**src/rtl/tiny_core_pkg.sv**
```systemverilog
/*
 * Shared definitions of the tiny in-order core
 * - data, address and register index widths
 * - reset PC value
 * - opcode encoding of the 32-bit instruction format
 * - payload structs passed between the pipeline stages
 */
package tiny_core_pkg;

    localparam int unsigned XLEN          = 32;
    localparam int unsigned NUM_REGS      = 16;
    localparam int unsigned REG_ADDR_BITS = 4;

    localparam logic [XLEN-1:0] BOOT_ADDR = 32'h0000_0000;

    // Bits 31..28 of the instruction word, other codes are no-ops
    typedef enum logic [3:0] {
        OP_ADD  = 4'h0,
        OP_SUB  = 4'h1,
        OP_AND  = 4'h2,
        OP_OR   = 4'h3,
        OP_XOR  = 4'h4,
        OP_ADDI = 4'h5,
        OP_LUI  = 4'h6,
        OP_BEQ  = 4'h7,
        OP_BNE  = 4'h8,
        OP_JAL  = 4'h9
    } opcode_e;

    typedef struct packed {
        logic [XLEN-1:0] pc;
        logic [XLEN-1:0] instr;
    } fetch_entry_t;

    // Decoded instruction with its operands read
    typedef struct packed {
        opcode_e                  op;
        logic [REG_ADDR_BITS-1:0] rd;
        logic                     rd_we;
        logic [XLEN-1:0]          op_a;
        logic [XLEN-1:0]          op_b;
        logic [XLEN-1:0]          imm;
        logic [XLEN-1:0]          pc;
    } issue_pkt_t;

    typedef struct packed {
        logic                     valid;
        logic [REG_ADDR_BITS-1:0] rd;
        logic [XLEN-1:0]          data;
    } wb_t;

    typedef struct packed {
        logic            valid;
        logic [XLEN-1:0] target;
    } redirect_t;

endpackage

```
**src/rtl/fetch_issue_if.sv**
```systemverilog
/*
 * Fetch to issue channel
 * - valid/ready handshake carrying one fetch entry
 * - flush line that empties both sides
 */
`timescale 1ns/1ps

interface fetch_issue_if;

    logic                        valid;
    logic                        ready;
    tiny_core_pkg::fetch_entry_t entry;
    logic                        flush;

    modport fetch (output valid, output entry, input ready, input flush);

    modport issue (output ready, input valid, input entry, input flush);

endinterface

```
**src/rtl/pc_gen.sv**
```systemverilog
/*
 * Next fetch address generator
 * - boots from the reset PC
 * - steps by one word per accepted request
 * - loads the target of a resolved branch or jump
 */
`timescale 1ns/1ps

module pc_gen (
    input  logic                          clk_i,
    input  logic                          rst_ni,
    input  logic                          fetch_enable_i,
    input  logic                          addr_ack_i,
    input  tiny_core_pkg::redirect_t      redirect_i,
    output logic [tiny_core_pkg::XLEN-1:0] fetch_addr_o,
    output logic                          fetch_valid_o
);

    logic [tiny_core_pkg::XLEN-1:0] addr_q;
    logic                           valid_q;

    always_ff @(posedge clk_i or negedge rst_ni) begin
        if (!rst_ni) begin
            addr_q  <= tiny_core_pkg::BOOT_ADDR;
            valid_q <= 1'b0;
        end else begin
            valid_q <= fetch_enable_i;
            // Redirect has priority over the sequential step
            if (redirect_i.valid) begin
                addr_q <= redirect_i.target;
            end else if (addr_ack_i) begin
                addr_q <= addr_q + 32'd4;
            end
        end
    end

    assign fetch_addr_o  = addr_q;
    assign fetch_valid_o = valid_q;

endmodule

```
**src/rtl/fetch_stage.sv**
```systemverilog
/*
 * Instruction fetch stage
 * - request/grant/rvalid port to the instruction memory
 * - one ring of slots, allocated on grant and filled on response
 * - in-flight requests plus queued entries bounded by the depth
 * - flush drops queued entries and responses still due
 */
`timescale 1ns/1ps

module fetch_stage #(
    parameter int unsigned FETCH_QUEUE_DEPTH = 2
) (
    input  logic                           clk_i,
    input  logic                           rst_ni,
    input  logic [tiny_core_pkg::XLEN-1:0] fetch_addr_i,
    input  logic                           fetch_valid_i,
    output logic                           addr_ack_o,
    output logic                           instr_req_o,
    output logic [tiny_core_pkg::XLEN-1:0] instr_addr_o,
    input  logic                           instr_gnt_i,
    input  logic                           instr_rvalid_i,
    input  logic [tiny_core_pkg::XLEN-1:0] instr_rdata_i,
    fetch_issue_if.fetch                   fetch_o
);

    localparam int unsigned CNT_W = $clog2(FETCH_QUEUE_DEPTH + 1);
    localparam int unsigned PTR_W = (FETCH_QUEUE_DEPTH > 1) ? $clog2(FETCH_QUEUE_DEPTH) : 1;

    logic [tiny_core_pkg::XLEN-1:0] pc_q    [FETCH_QUEUE_DEPTH];
    logic [tiny_core_pkg::XLEN-1:0] instr_q [FETCH_QUEUE_DEPTH];

    logic [PTR_W-1:0] wr_ptr_q, fill_ptr_q, rd_ptr_q;
    // Allocated slots, slots holding data, responses to throw away
    logic [CNT_W-1:0] total_cnt_q, filled_cnt_q, discard_cnt_q;
    logic [CNT_W-1:0] pending;
    logic [CNT_W:0]   inflight;
    logic             gnt_fire, resp_drop, resp_fill, pop;

    function automatic logic [PTR_W-1:0] next_ptr(input logic [PTR_W-1:0] p);
        if (p == PTR_W'(FETCH_QUEUE_DEPTH - 1)) begin
            return '0;
        end
        return p + PTR_W'(1);
    endfunction

    // ----------------------------------------------------------
    // Memory side
    // ----------------------------------------------------------
    assign inflight = {1'b0, total_cnt_q} + {1'b0, discard_cnt_q};
    assign pending  = total_cnt_q - filled_cnt_q;

    // No new request in the flush cycle, the address is about to change
    assign instr_req_o  = fetch_valid_i && !fetch_o.flush
                          && (inflight < (CNT_W + 1)'(FETCH_QUEUE_DEPTH));
    assign instr_addr_o = fetch_addr_i;
    assign gnt_fire     = instr_req_o & instr_gnt_i;
    assign addr_ack_o   = gnt_fire;

    assign resp_drop = instr_rvalid_i && (discard_cnt_q != '0);
    assign resp_fill = instr_rvalid_i && (discard_cnt_q == '0);

    // ----------------------------------------------------------
    // Issue side
    // ----------------------------------------------------------
    assign fetch_o.valid       = (filled_cnt_q != '0);
    assign fetch_o.entry.pc    = pc_q[rd_ptr_q];
    assign fetch_o.entry.instr = instr_q[rd_ptr_q];
    assign pop                 = fetch_o.valid & fetch_o.ready & ~fetch_o.flush;

    always_ff @(posedge clk_i or negedge rst_ni) begin
        if (!rst_ni) begin
            wr_ptr_q      <= '0;
            fill_ptr_q    <= '0;
            rd_ptr_q      <= '0;
            total_cnt_q   <= '0;
            filled_cnt_q  <= '0;
            discard_cnt_q <= '0;
        end else if (fetch_o.flush) begin
            wr_ptr_q      <= '0;
            fill_ptr_q    <= '0;
            rd_ptr_q      <= '0;
            total_cnt_q   <= '0;
            filled_cnt_q  <= '0;
            // A response this cycle consumes either a discard or a pending slot
            discard_cnt_q <= discard_cnt_q + pending - CNT_W'(instr_rvalid_i);
        end else begin
            if (gnt_fire) begin
                wr_ptr_q <= next_ptr(wr_ptr_q);
            end
            if (resp_fill) begin
                fill_ptr_q <= next_ptr(fill_ptr_q);
            end
            if (pop) begin
                rd_ptr_q <= next_ptr(rd_ptr_q);
            end
            total_cnt_q   <= total_cnt_q + CNT_W'(gnt_fire) - CNT_W'(pop);
            filled_cnt_q  <= filled_cnt_q + CNT_W'(resp_fill) - CNT_W'(pop);
            discard_cnt_q <= discard_cnt_q - CNT_W'(resp_drop);
        end
    end

    always_ff @(posedge clk_i) begin
        if (gnt_fire) begin
            pc_q[wr_ptr_q] <= fetch_addr_i;
        end
        if (resp_fill) begin
            instr_q[fill_ptr_q] <= instr_rdata_i;
        end
    end

endmodule

```
**src/rtl/issue_stage.sv**
```systemverilog
/*
 * Issue stage
 * - decode register fed from the fetch queue
 * - 16-entry register file with write-through reads
 * - busy-bit scoreboard for read-after-write stalls
 */
`timescale 1ns/1ps

module issue_stage (
    input  logic                      clk_i,
    input  logic                      rst_ni,
    fetch_issue_if.issue              fetch_i,
    input  tiny_core_pkg::wb_t        wb_i,
    output logic                      issue_valid_o,
    output tiny_core_pkg::issue_pkt_t issue_pkt_o
);

    logic                                    dec_valid_q;
    tiny_core_pkg::fetch_entry_t             dec_entry_q;
    logic [tiny_core_pkg::NUM_REGS-1:0]      busy_q;
    logic [tiny_core_pkg::XLEN-1:0]          rf_q [tiny_core_pkg::NUM_REGS];

    tiny_core_pkg::opcode_e                  op;
    logic [tiny_core_pkg::REG_ADDR_BITS-1:0] rd, rs1, rs2;
    logic                                    rd_we, stall, issue_fire, accept;
    logic [tiny_core_pkg::NUM_REGS-1:0]      set_mask, clr_mask;

    // Register 0 reads zero, a same-cycle writeback is passed through
    function automatic logic [tiny_core_pkg::XLEN-1:0] read_reg(
        input logic [tiny_core_pkg::REG_ADDR_BITS-1:0] idx
    );
        if (idx == '0) begin
            return '0;
        end else if (wb_i.valid && wb_i.rd == idx) begin
            return wb_i.data;
        end
        return rf_q[idx];
    endfunction

    // ----------------------------------------------------------
    // Decode
    // ----------------------------------------------------------
    always_comb begin
        op  = tiny_core_pkg::opcode_e'(dec_entry_q.instr[31:28]);
        rd  = dec_entry_q.instr[27:24];
        rs1 = dec_entry_q.instr[23:20];
        rs2 = dec_entry_q.instr[19:16];
        case (op)
            tiny_core_pkg::OP_ADD, tiny_core_pkg::OP_SUB, tiny_core_pkg::OP_AND,
            tiny_core_pkg::OP_OR, tiny_core_pkg::OP_XOR, tiny_core_pkg::OP_ADDI,
            tiny_core_pkg::OP_LUI, tiny_core_pkg::OP_JAL: rd_we = (rd != '0);
            default: rd_we = 1'b0;
        endcase
    end

    always_comb begin
        issue_pkt_o.op    = op;
        issue_pkt_o.rd    = rd;
        issue_pkt_o.rd_we = rd_we;
        issue_pkt_o.op_a  = read_reg(rs1);
        issue_pkt_o.op_b  = read_reg(rs2);
        issue_pkt_o.imm   = {{16{dec_entry_q.instr[15]}}, dec_entry_q.instr[15:0]};
        issue_pkt_o.pc    = dec_entry_q.pc;
    end

    // Busy bits stay set until the writeback edge
    assign stall         = busy_q[rs1] | busy_q[rs2];
    assign issue_fire    = dec_valid_q & ~stall & ~fetch_i.flush;
    assign issue_valid_o = issue_fire;

    assign fetch_i.ready = ~dec_valid_q | issue_fire;
    assign accept        = fetch_i.valid & fetch_i.ready & ~fetch_i.flush;

    always_ff @(posedge clk_i or negedge rst_ni) begin
        if (!rst_ni) begin
            dec_valid_q <= 1'b0;
        end else if (fetch_i.flush) begin
            dec_valid_q <= 1'b0;
        end else if (accept) begin
            dec_valid_q <= 1'b1;
        end else if (issue_fire) begin
            dec_valid_q <= 1'b0;
        end
    end

    always_ff @(posedge clk_i) begin
        if (accept) begin
            dec_entry_q <= fetch_i.entry;
        end
    end

    // ----------------------------------------------------------
    // Scoreboard and register file
    // ----------------------------------------------------------
    always_comb begin
        set_mask = '0;
        clr_mask = '0;
        if (issue_fire && rd_we) begin
            set_mask[rd] = 1'b1;
        end
        if (wb_i.valid) begin
            clr_mask[wb_i.rd] = 1'b1;
        end
    end

    // A new issue to the same rd wins over the clear
    always_ff @(posedge clk_i or negedge rst_ni) begin
        if (!rst_ni) begin
            busy_q <= '0;
        end else begin
            busy_q <= (busy_q & ~clr_mask) | set_mask;
        end
    end

    always_ff @(posedge clk_i) begin
        if (wb_i.valid && wb_i.rd != '0) begin
            rf_q[wb_i.rd] <= wb_i.data;
        end
    end

endmodule

```
**src/rtl/execute_stage.sv**
```systemverilog
/*
 * Execute stage
 * - ALU for register and immediate forms
 * - branch and jump resolution
 * - registered writeback and redirect
 */
`timescale 1ns/1ps

module execute_stage (
    input  logic                      clk_i,
    input  logic                      rst_ni,
    input  logic                      issue_valid_i,
    input  tiny_core_pkg::issue_pkt_t issue_pkt_i,
    output tiny_core_pkg::wb_t        wb_o,
    output tiny_core_pkg::redirect_t  redirect_o
);

    logic                                    taken;
    logic [tiny_core_pkg::XLEN-1:0]          result, target;
    logic                                    wb_valid_q, redirect_valid_q;
    logic [tiny_core_pkg::REG_ADDR_BITS-1:0] wb_rd_q;
    logic [tiny_core_pkg::XLEN-1:0]          wb_data_q, target_q;

    always_comb begin
        result = '0;
        taken  = 1'b0;
        case (issue_pkt_i.op)
            tiny_core_pkg::OP_ADD:  result = issue_pkt_i.op_a + issue_pkt_i.op_b;
            tiny_core_pkg::OP_SUB:  result = issue_pkt_i.op_a - issue_pkt_i.op_b;
            tiny_core_pkg::OP_AND:  result = issue_pkt_i.op_a & issue_pkt_i.op_b;
            tiny_core_pkg::OP_OR:   result = issue_pkt_i.op_a | issue_pkt_i.op_b;
            tiny_core_pkg::OP_XOR:  result = issue_pkt_i.op_a ^ issue_pkt_i.op_b;
            tiny_core_pkg::OP_ADDI: result = issue_pkt_i.op_a + issue_pkt_i.imm;
            tiny_core_pkg::OP_LUI:  result = {issue_pkt_i.imm[15:0], 16'h0000};
            tiny_core_pkg::OP_BEQ:  taken  = (issue_pkt_i.op_a == issue_pkt_i.op_b);
            tiny_core_pkg::OP_BNE:  taken  = (issue_pkt_i.op_a != issue_pkt_i.op_b);
            tiny_core_pkg::OP_JAL: begin
                result = issue_pkt_i.pc + 32'd4;
                taken  = 1'b1;
            end
            default: ;
        endcase
    end

    // Word offset relative to the instruction's own PC
    assign target = issue_pkt_i.pc + {issue_pkt_i.imm[29:0], 2'b00};

    always_ff @(posedge clk_i or negedge rst_ni) begin
        if (!rst_ni) begin
            wb_valid_q       <= 1'b0;
            redirect_valid_q <= 1'b0;
        end else begin
            wb_valid_q       <= issue_valid_i & issue_pkt_i.rd_we;
            redirect_valid_q <= issue_valid_i & taken;
        end
    end

    always_ff @(posedge clk_i) begin
        if (issue_valid_i) begin
            wb_rd_q   <= issue_pkt_i.rd;
            wb_data_q <= result;
            target_q  <= target;
        end
    end

    assign wb_o.valid        = wb_valid_q;
    assign wb_o.rd           = wb_rd_q;
    assign wb_o.data         = wb_data_q;
    assign redirect_o.valid  = redirect_valid_q;
    assign redirect_o.target = target_q;

endmodule

```
**src/rtl/flush_ctrl.sv**
```systemverilog
/*
 * Flush controller
 * - registered external fetch enable
 * - one-cycle fetch and issue flushes on a redirect
 */
`timescale 1ns/1ps

module flush_ctrl (
    input  logic                     clk_i,
    input  logic                     rst_ni,
    input  logic                     fetch_en_i,
    input  tiny_core_pkg::redirect_t redirect_i,
    output logic                     fetch_enable_o,
    output logic                     flush_fetch_o,
    output logic                     flush_issue_o
);

    logic fetch_enable_q;

    always_ff @(posedge clk_i or negedge rst_ni) begin
        if (!rst_ni) begin
            fetch_enable_q <= 1'b0;
        end else begin
            fetch_enable_q <= fetch_en_i;
        end
    end

    assign fetch_enable_o = fetch_enable_q;

    // Everything younger than the branch sits in fetch or issue
    assign flush_fetch_o = redirect_i.valid;
    assign flush_issue_o = redirect_i.valid;

endmodule

```
**src/rtl/tiny_core.sv**
```systemverilog
/*
 * Tiny in-order core, top level
 * - PC generation, fetch, issue, execute and flush control
 * - instruction memory port and retirement port as plain signals
 */
`timescale 1ns/1ps

module tiny_core #(
    parameter int unsigned FETCH_QUEUE_DEPTH = 2
) (
    input  logic        clk_i,
    input  logic        rst_ni,
    input  logic        fetch_en_i,
    output logic        instr_req_o,
    output logic [31:0] instr_addr_o,
    input  logic        instr_gnt_i,
    input  logic        instr_rvalid_i,
    input  logic [31:0] instr_rdata_i,
    output logic        wb_valid_o,
    output logic [3:0]  wb_addr_o,
    output logic [31:0] wb_data_o
);

    // ----------------------------------------------------------
    // Stage to stage signals
    // ----------------------------------------------------------
    logic                           fetch_enable;
    logic [tiny_core_pkg::XLEN-1:0] fetch_addr;
    logic                           fetch_valid, addr_ack;
    logic                           flush_fetch, flush_issue;
    logic                           issue_valid;
    tiny_core_pkg::issue_pkt_t      issue_pkt;
    tiny_core_pkg::wb_t             wb;
    tiny_core_pkg::redirect_t       redirect;

    fetch_issue_if fetch_issue ();

    // Fetch queue and decode register share one flush line
    assign fetch_issue.flush = flush_fetch | flush_issue;

    flush_ctrl i_flush_ctrl (
        .clk_i          ( clk_i        ),
        .rst_ni         ( rst_ni       ),
        .fetch_en_i     ( fetch_en_i   ),
        .redirect_i     ( redirect     ),
        .fetch_enable_o ( fetch_enable ),
        .flush_fetch_o  ( flush_fetch  ),
        .flush_issue_o  ( flush_issue  )
    );

    pc_gen i_pc_gen (
        .clk_i          ( clk_i        ),
        .rst_ni         ( rst_ni       ),
        .fetch_enable_i ( fetch_enable ),
        .addr_ack_i     ( addr_ack     ),
        .redirect_i     ( redirect     ),
        .fetch_addr_o   ( fetch_addr   ),
        .fetch_valid_o  ( fetch_valid  )
    );

    fetch_stage #(
        .FETCH_QUEUE_DEPTH ( FETCH_QUEUE_DEPTH )
    ) i_fetch_stage (
        .clk_i          ( clk_i          ),
        .rst_ni         ( rst_ni         ),
        .fetch_addr_i   ( fetch_addr     ),
        .fetch_valid_i  ( fetch_valid    ),
        .addr_ack_o     ( addr_ack       ),
        .instr_req_o    ( instr_req_o    ),
        .instr_addr_o   ( instr_addr_o   ),
        .instr_gnt_i    ( instr_gnt_i    ),
        .instr_rvalid_i ( instr_rvalid_i ),
        .instr_rdata_i  ( instr_rdata_i  ),
        .fetch_o        ( fetch_issue    )
    );

    issue_stage i_issue_stage (
        .clk_i         ( clk_i       ),
        .rst_ni        ( rst_ni      ),
        .fetch_i       ( fetch_issue ),
        .wb_i          ( wb          ),
        .issue_valid_o ( issue_valid ),
        .issue_pkt_o   ( issue_pkt   )
    );

    execute_stage i_execute_stage (
        .clk_i         ( clk_i       ),
        .rst_ni        ( rst_ni      ),
        .issue_valid_i ( issue_valid ),
        .issue_pkt_i   ( issue_pkt   ),
        .wb_o          ( wb          ),
        .redirect_o    ( redirect    )
    );

    // Retirement port
    assign wb_valid_o = wb.valid;
    assign wb_addr_o  = wb.rd;
    assign wb_data_o  = wb.data;

endmodule

```
**config.mk**
```make
export PLATFORM = sky130hd
export DESIGN_NAME = tiny_core
export DESIGN_NICKNAME = d
export VERILOG_FILES = /design/src/rtl/tiny_core_pkg.sv /design/src/rtl/fetch_issue_if.sv /design/src/rtl/pc_gen.sv /design/src/rtl/fetch_stage.sv /design/src/rtl/issue_stage.sv /design/src/rtl/execute_stage.sv /design/src/rtl/flush_ctrl.sv /design/src/rtl/tiny_core.sv
export SDC_FILE = /design/constraint.sdc
export NUM_CORES = 1
export LEC_CHECK = 0
export BUFFER_PORTS_ARGS = -buffer_cell sky130_fd_sc_hd__buf_2
export CAP_MARGIN = 20
export CORE_MARGIN = 1.5
export CORE_UTILIZATION = 39
export CTS_BUF_LIST = sky130_fd_sc_hd__clkbuf_2 sky130_fd_sc_hd__clkbuf_4 sky130_fd_sc_hd__clkbuf_8
export DETAILED_ROUTE_END_ITERATION = 10
export PLACE_DENSITY_LB_ADDON = 0.2
export SLEW_MARGIN = 20
export SYNTH_ARGS = -nofsm -noshare
export SYNTH_HDL_FRONTEND = slang
export SYNTH_HIERARCHICAL = 1
export SYNTH_SLANG_ARGS = --single-unit
```
**constraint.sdc**
```tcl
create_clock -name clk_i -period 5.2 [get_ports clk_i]
set_clock_uncertainty 0.15 [all_clocks]
set_input_delay 1.3 -clock clk_i [delete_from_list [all_inputs] [get_ports clk_i]]
set_output_delay 1.3 -clock clk_i [all_outputs]
set_load 0.02 [all_outputs]
```
==> flow_metrics.tcl <==
set metrics [dict create \
    hold_start "i_flush_ctrl/fetch_enable_o$_DFF_PN0_" \
    ys_async_sr_fraction_pct 7.36 \
    ys.flop_type "edfxtp_1" \
    dp_hpwl_mm 89.1 \
    grt_overflow 0 \
    synth-compound-area-share_pct 7.81 \
    synth_cells 3184 \
    grt_pass1_wl_mm 196 \
    cts_buffers 147 \
    final_util_pct 44.8 \
    hold_viol_final 0 \
    period_needed_ns 5.03 \
    dieArea_mm2 0.118 \
    num_rows 124 \
    die_x_um 344 \
    final_cell_area_mm2 0.0515 \
    synthXorXnorAreaFrac_pct 2.61 \
    nets 3610 \
    layout_commonest_cell "edfxtp_1" \
    initialDrtViolationCount 2866 \
    critPathMaxFanout 50 \
    worst_path_most_repeated_cell "a21oi_1" \
    muxShareOfSynthArea_pct 18.1 \
    synth-edff-count 772 \
    cts_buffer_depth 3 \
    initial_core_util_pct 39.5 \
    cp-start-kind "register" \
    cts_hold_buf 0 \
    via_per_inst 5.84 \
    critPathMaxStageDelay_ns 0.62 \
    path_cells "buf_12 > buf_12 > mux4_2 > mux4_2 > nand2_1 > a21oi_1 > ha_1 > a21oi_1 > o21bai_1 > a21oi_1 > or4b_2 > o21ai_1 > xnor2_1 > a221o_1" \
    maxCapViolCount 0 \
    finalWirelength_mm 133 \
    synth_area_mm2 0.0453 \
    nFillCells 10200 \
    maxSlewHeadroom_pct 23.1 \
    wl_per_cell_um 26.4 \
    avgSynthCellArea_um2 14.2 \
    setup_viol 0 \
    io_pins 107 \
    holdWs_ns 0.202 \
    synth_top_family_by_area "multiplexers" \
    holdCritPathClass "register to register" \
    synth-seq-cells 842 \
    drtAntennaViolNets 0 \
    fin_cells 5021 \
    drc 0 \
    ys_seq_area_share_pct 54.9 \
    synthAdderAreaFrac_pct 4.99 \
    period_share_pct 96.7 \
    cpMaxStageDelayCell "or4b_2" \
    fmax_mhz 199 \
    synthToLayoutAreaGrowth_pct 13.6 \
    synth.distinct_cells 90 \
    final_cell_mix "edfxtp_1 (772), mux4_2 (328), nand2_1 (284)" \
    status "finished clean" \
    grt_antenna_before_repair 1 \
    cts_tree "yes" \
    track_usage_pct 22.5 \
    cts.sinks 842 \
    drt_pass1_iterations 5 \
    coreArea_mm2 0.115 \
    worstMarginPinSlew_ns 1.15 \
    slew_violations 0 \
    end_kind "register" \
    htreeDepth 4 \
    io_buffers 106 \
    path_clk_slew_ns 0.06 \
    root_buffer "clkbuf_8" \
    layout-drive-gt1-share_pct 28.1 \
    gp_congestion 0.976 \
    critical_path_arrival_ns 5.45 \
    grt_pass1_vias 30400 \
    grt_start_max_net_pins 65 \
    vias 29300 \
    synth_simple_gate_area_share_pct 7.05 \
    worstSetupPathType "register to register" \
    die_h_um 344 \
    worst-endpoint-required_ns 5.63 \
    clk_latency_ns 0.87 \
    placed_cell_area_mm2 0.0480 \
    yosysWarnings 6 \
    placedCellCount 4726 \
]
registers in the layout, indices dropped and copies added, names as in the netlist, 2 cells and up, named ones only:
name / count
i_issue_stage/busy_q: 16
i_issue_stage/dec_entry_q: 8
i_issue_stage/issue_pkt_o: 56
i_execute_stage/wb_data_q: 32
i_fetch_stage/pc_q: 64
i_issue_stage/rf_q: 512
i_fetch_stage/filled_cnt_q: 2
i_fetch_stage/total_cnt_q: 2
i_fetch_stage/discard_cnt_q: 2
i_execute_stage/target_q: 32
i_fetch_stage/instr_q: 64
i_pc_gen/fetch_addr_o: 32
i_execute_stage/wb_rd_q: 4
final cells by class:
cell class                 instances  area, um2  share of cell area [%]
inverter                         126        473                   0.919
tap                             1512       1890                    3.67
multi-input combinational       1968      18800                    36.5
clock buffer                     206       2480                    4.83
clock inverter                    55        490                   0.953
antenna                            1       2.50                 0.00486
timing repair buffer             311       2420                    4.71
sequential                       842      24900                    48.4
path summary, 6_finish.rpt:
| kind | to | slack, ns | depth (start not counted) |
|---|---|---|---|
| min in group asynchronous | i_pc_gen/fetch_addr_o[14]$_DFFE_PN0N_ | 0.27 | 1 |
| min reg2reg | i_pc_gen/fetch_valid_o$_DFF_PN0_ | 0.20 | 0 |
| min | i_pc_gen/fetch_valid_o$_DFF_PN0_ | 0.20 | 0 |
| max | i_execute_stage/wb_data_q[27]$_DFFE_PP_ | 0.17 | 14 |
| max reg2reg | i_execute_stage/wb_data_q[27]$_DFFE_PP_ | 0.17 | 14 |
| max in group asynchronous | i_fetch_stage/rd_ptr_q$_DFFE_PN0P_ | 3.56 | 2 |
cell usage after synthesis (all sizes together) (7+ instances only):
cell	instances	area, um2
nor2b	15	93.8
a211oi	10	75.1
nand2b	28	175
ha	171	2140
o211ai	18	140
and3	17	106
and2	10	65.1
inv	125	469
o21bai	12	90.1
a221o	7	70.1
a221oi	25	225
mux4	328	7390
o41ai	20	254
nand3	51	255
nor2	127	477
buf	162	1110
o221ai	16	146
a22oi	10	75.1
o31ai	21	158
nor3b	9	67.6
nor4	17	106
xnor2	76	666
a21o	27	203
edfxtp	772	23200
and4	10	87.6
dfrtp	62	1550
mux2	67	754
mux2i	8	80.1
clkbuf	117	439
nor3	33	165
nand4	27	181
nand2	287	1080
or4	15	113
a31oi	19	119
a21oi	174	871
dfxtp	8	160
xor2	59	517
o21ai	151	759
or2	7	43.8
cell families (layout without fill, tap and decap cells):
| kind of cell | after synthesis | count (layout) |
|---|---|---|
| flops | 842 | 842 |
| simple gates | 671 | 671 |
| compound gates | 550 | 550 |
| buf+inv | 405 | 698 |
| other cells | 1 | 33 |
| mux | 403 | 403 |
| fa+ha+maj | 177 | 177 |
| xor+xnor | 135 | 135 |
repair_timing:
item | CTS | global route
setup buffers | 0 | 31
endpoints found under the setup margin | 0 | 15
resized for setup | 0 | 36
metal layers:
metal | global-route usage (%) | vias to the layer above | part of all wire [%]
li1 | - | 12800 | -
met1 | 29.5 | 15200 | 41
met2 | 37.6 | 1128 | 49
met3 | 3.31 | 276 | 5.9
met4 | 8.71 | 0 | 3.5
met5 | 0 | - | 0
critical path: cells and delay by family (launching register included):
| kind | cells | cell delay, ns |
|---|---|---|
| mux | 2 | 0.90 |
| xor+xnor | 1 | 0.13 |
| buf+inv | 2 | 0.66 |
| flops | 1 | 0.48 |
| fa+ha+maj | 1 | 0.29 |
| compound gates | 6 | 1.34 |
| simple gates | 2 | 0.71 |
through the flow:
stage	TNS, ns	worst slack (ns)
2_1_floorplan	0	0.200
3_3_place_gp	0	0.0563
3_5_place_dp	0	0.0337
4_1_cts	0	0.00335
5_1_grt	-0.0115	-0.0115
6_report	0	0.174
Power is not shown: default switching activity piles up to over one toggle a cycle in this logic, so the estimate is an artifact.
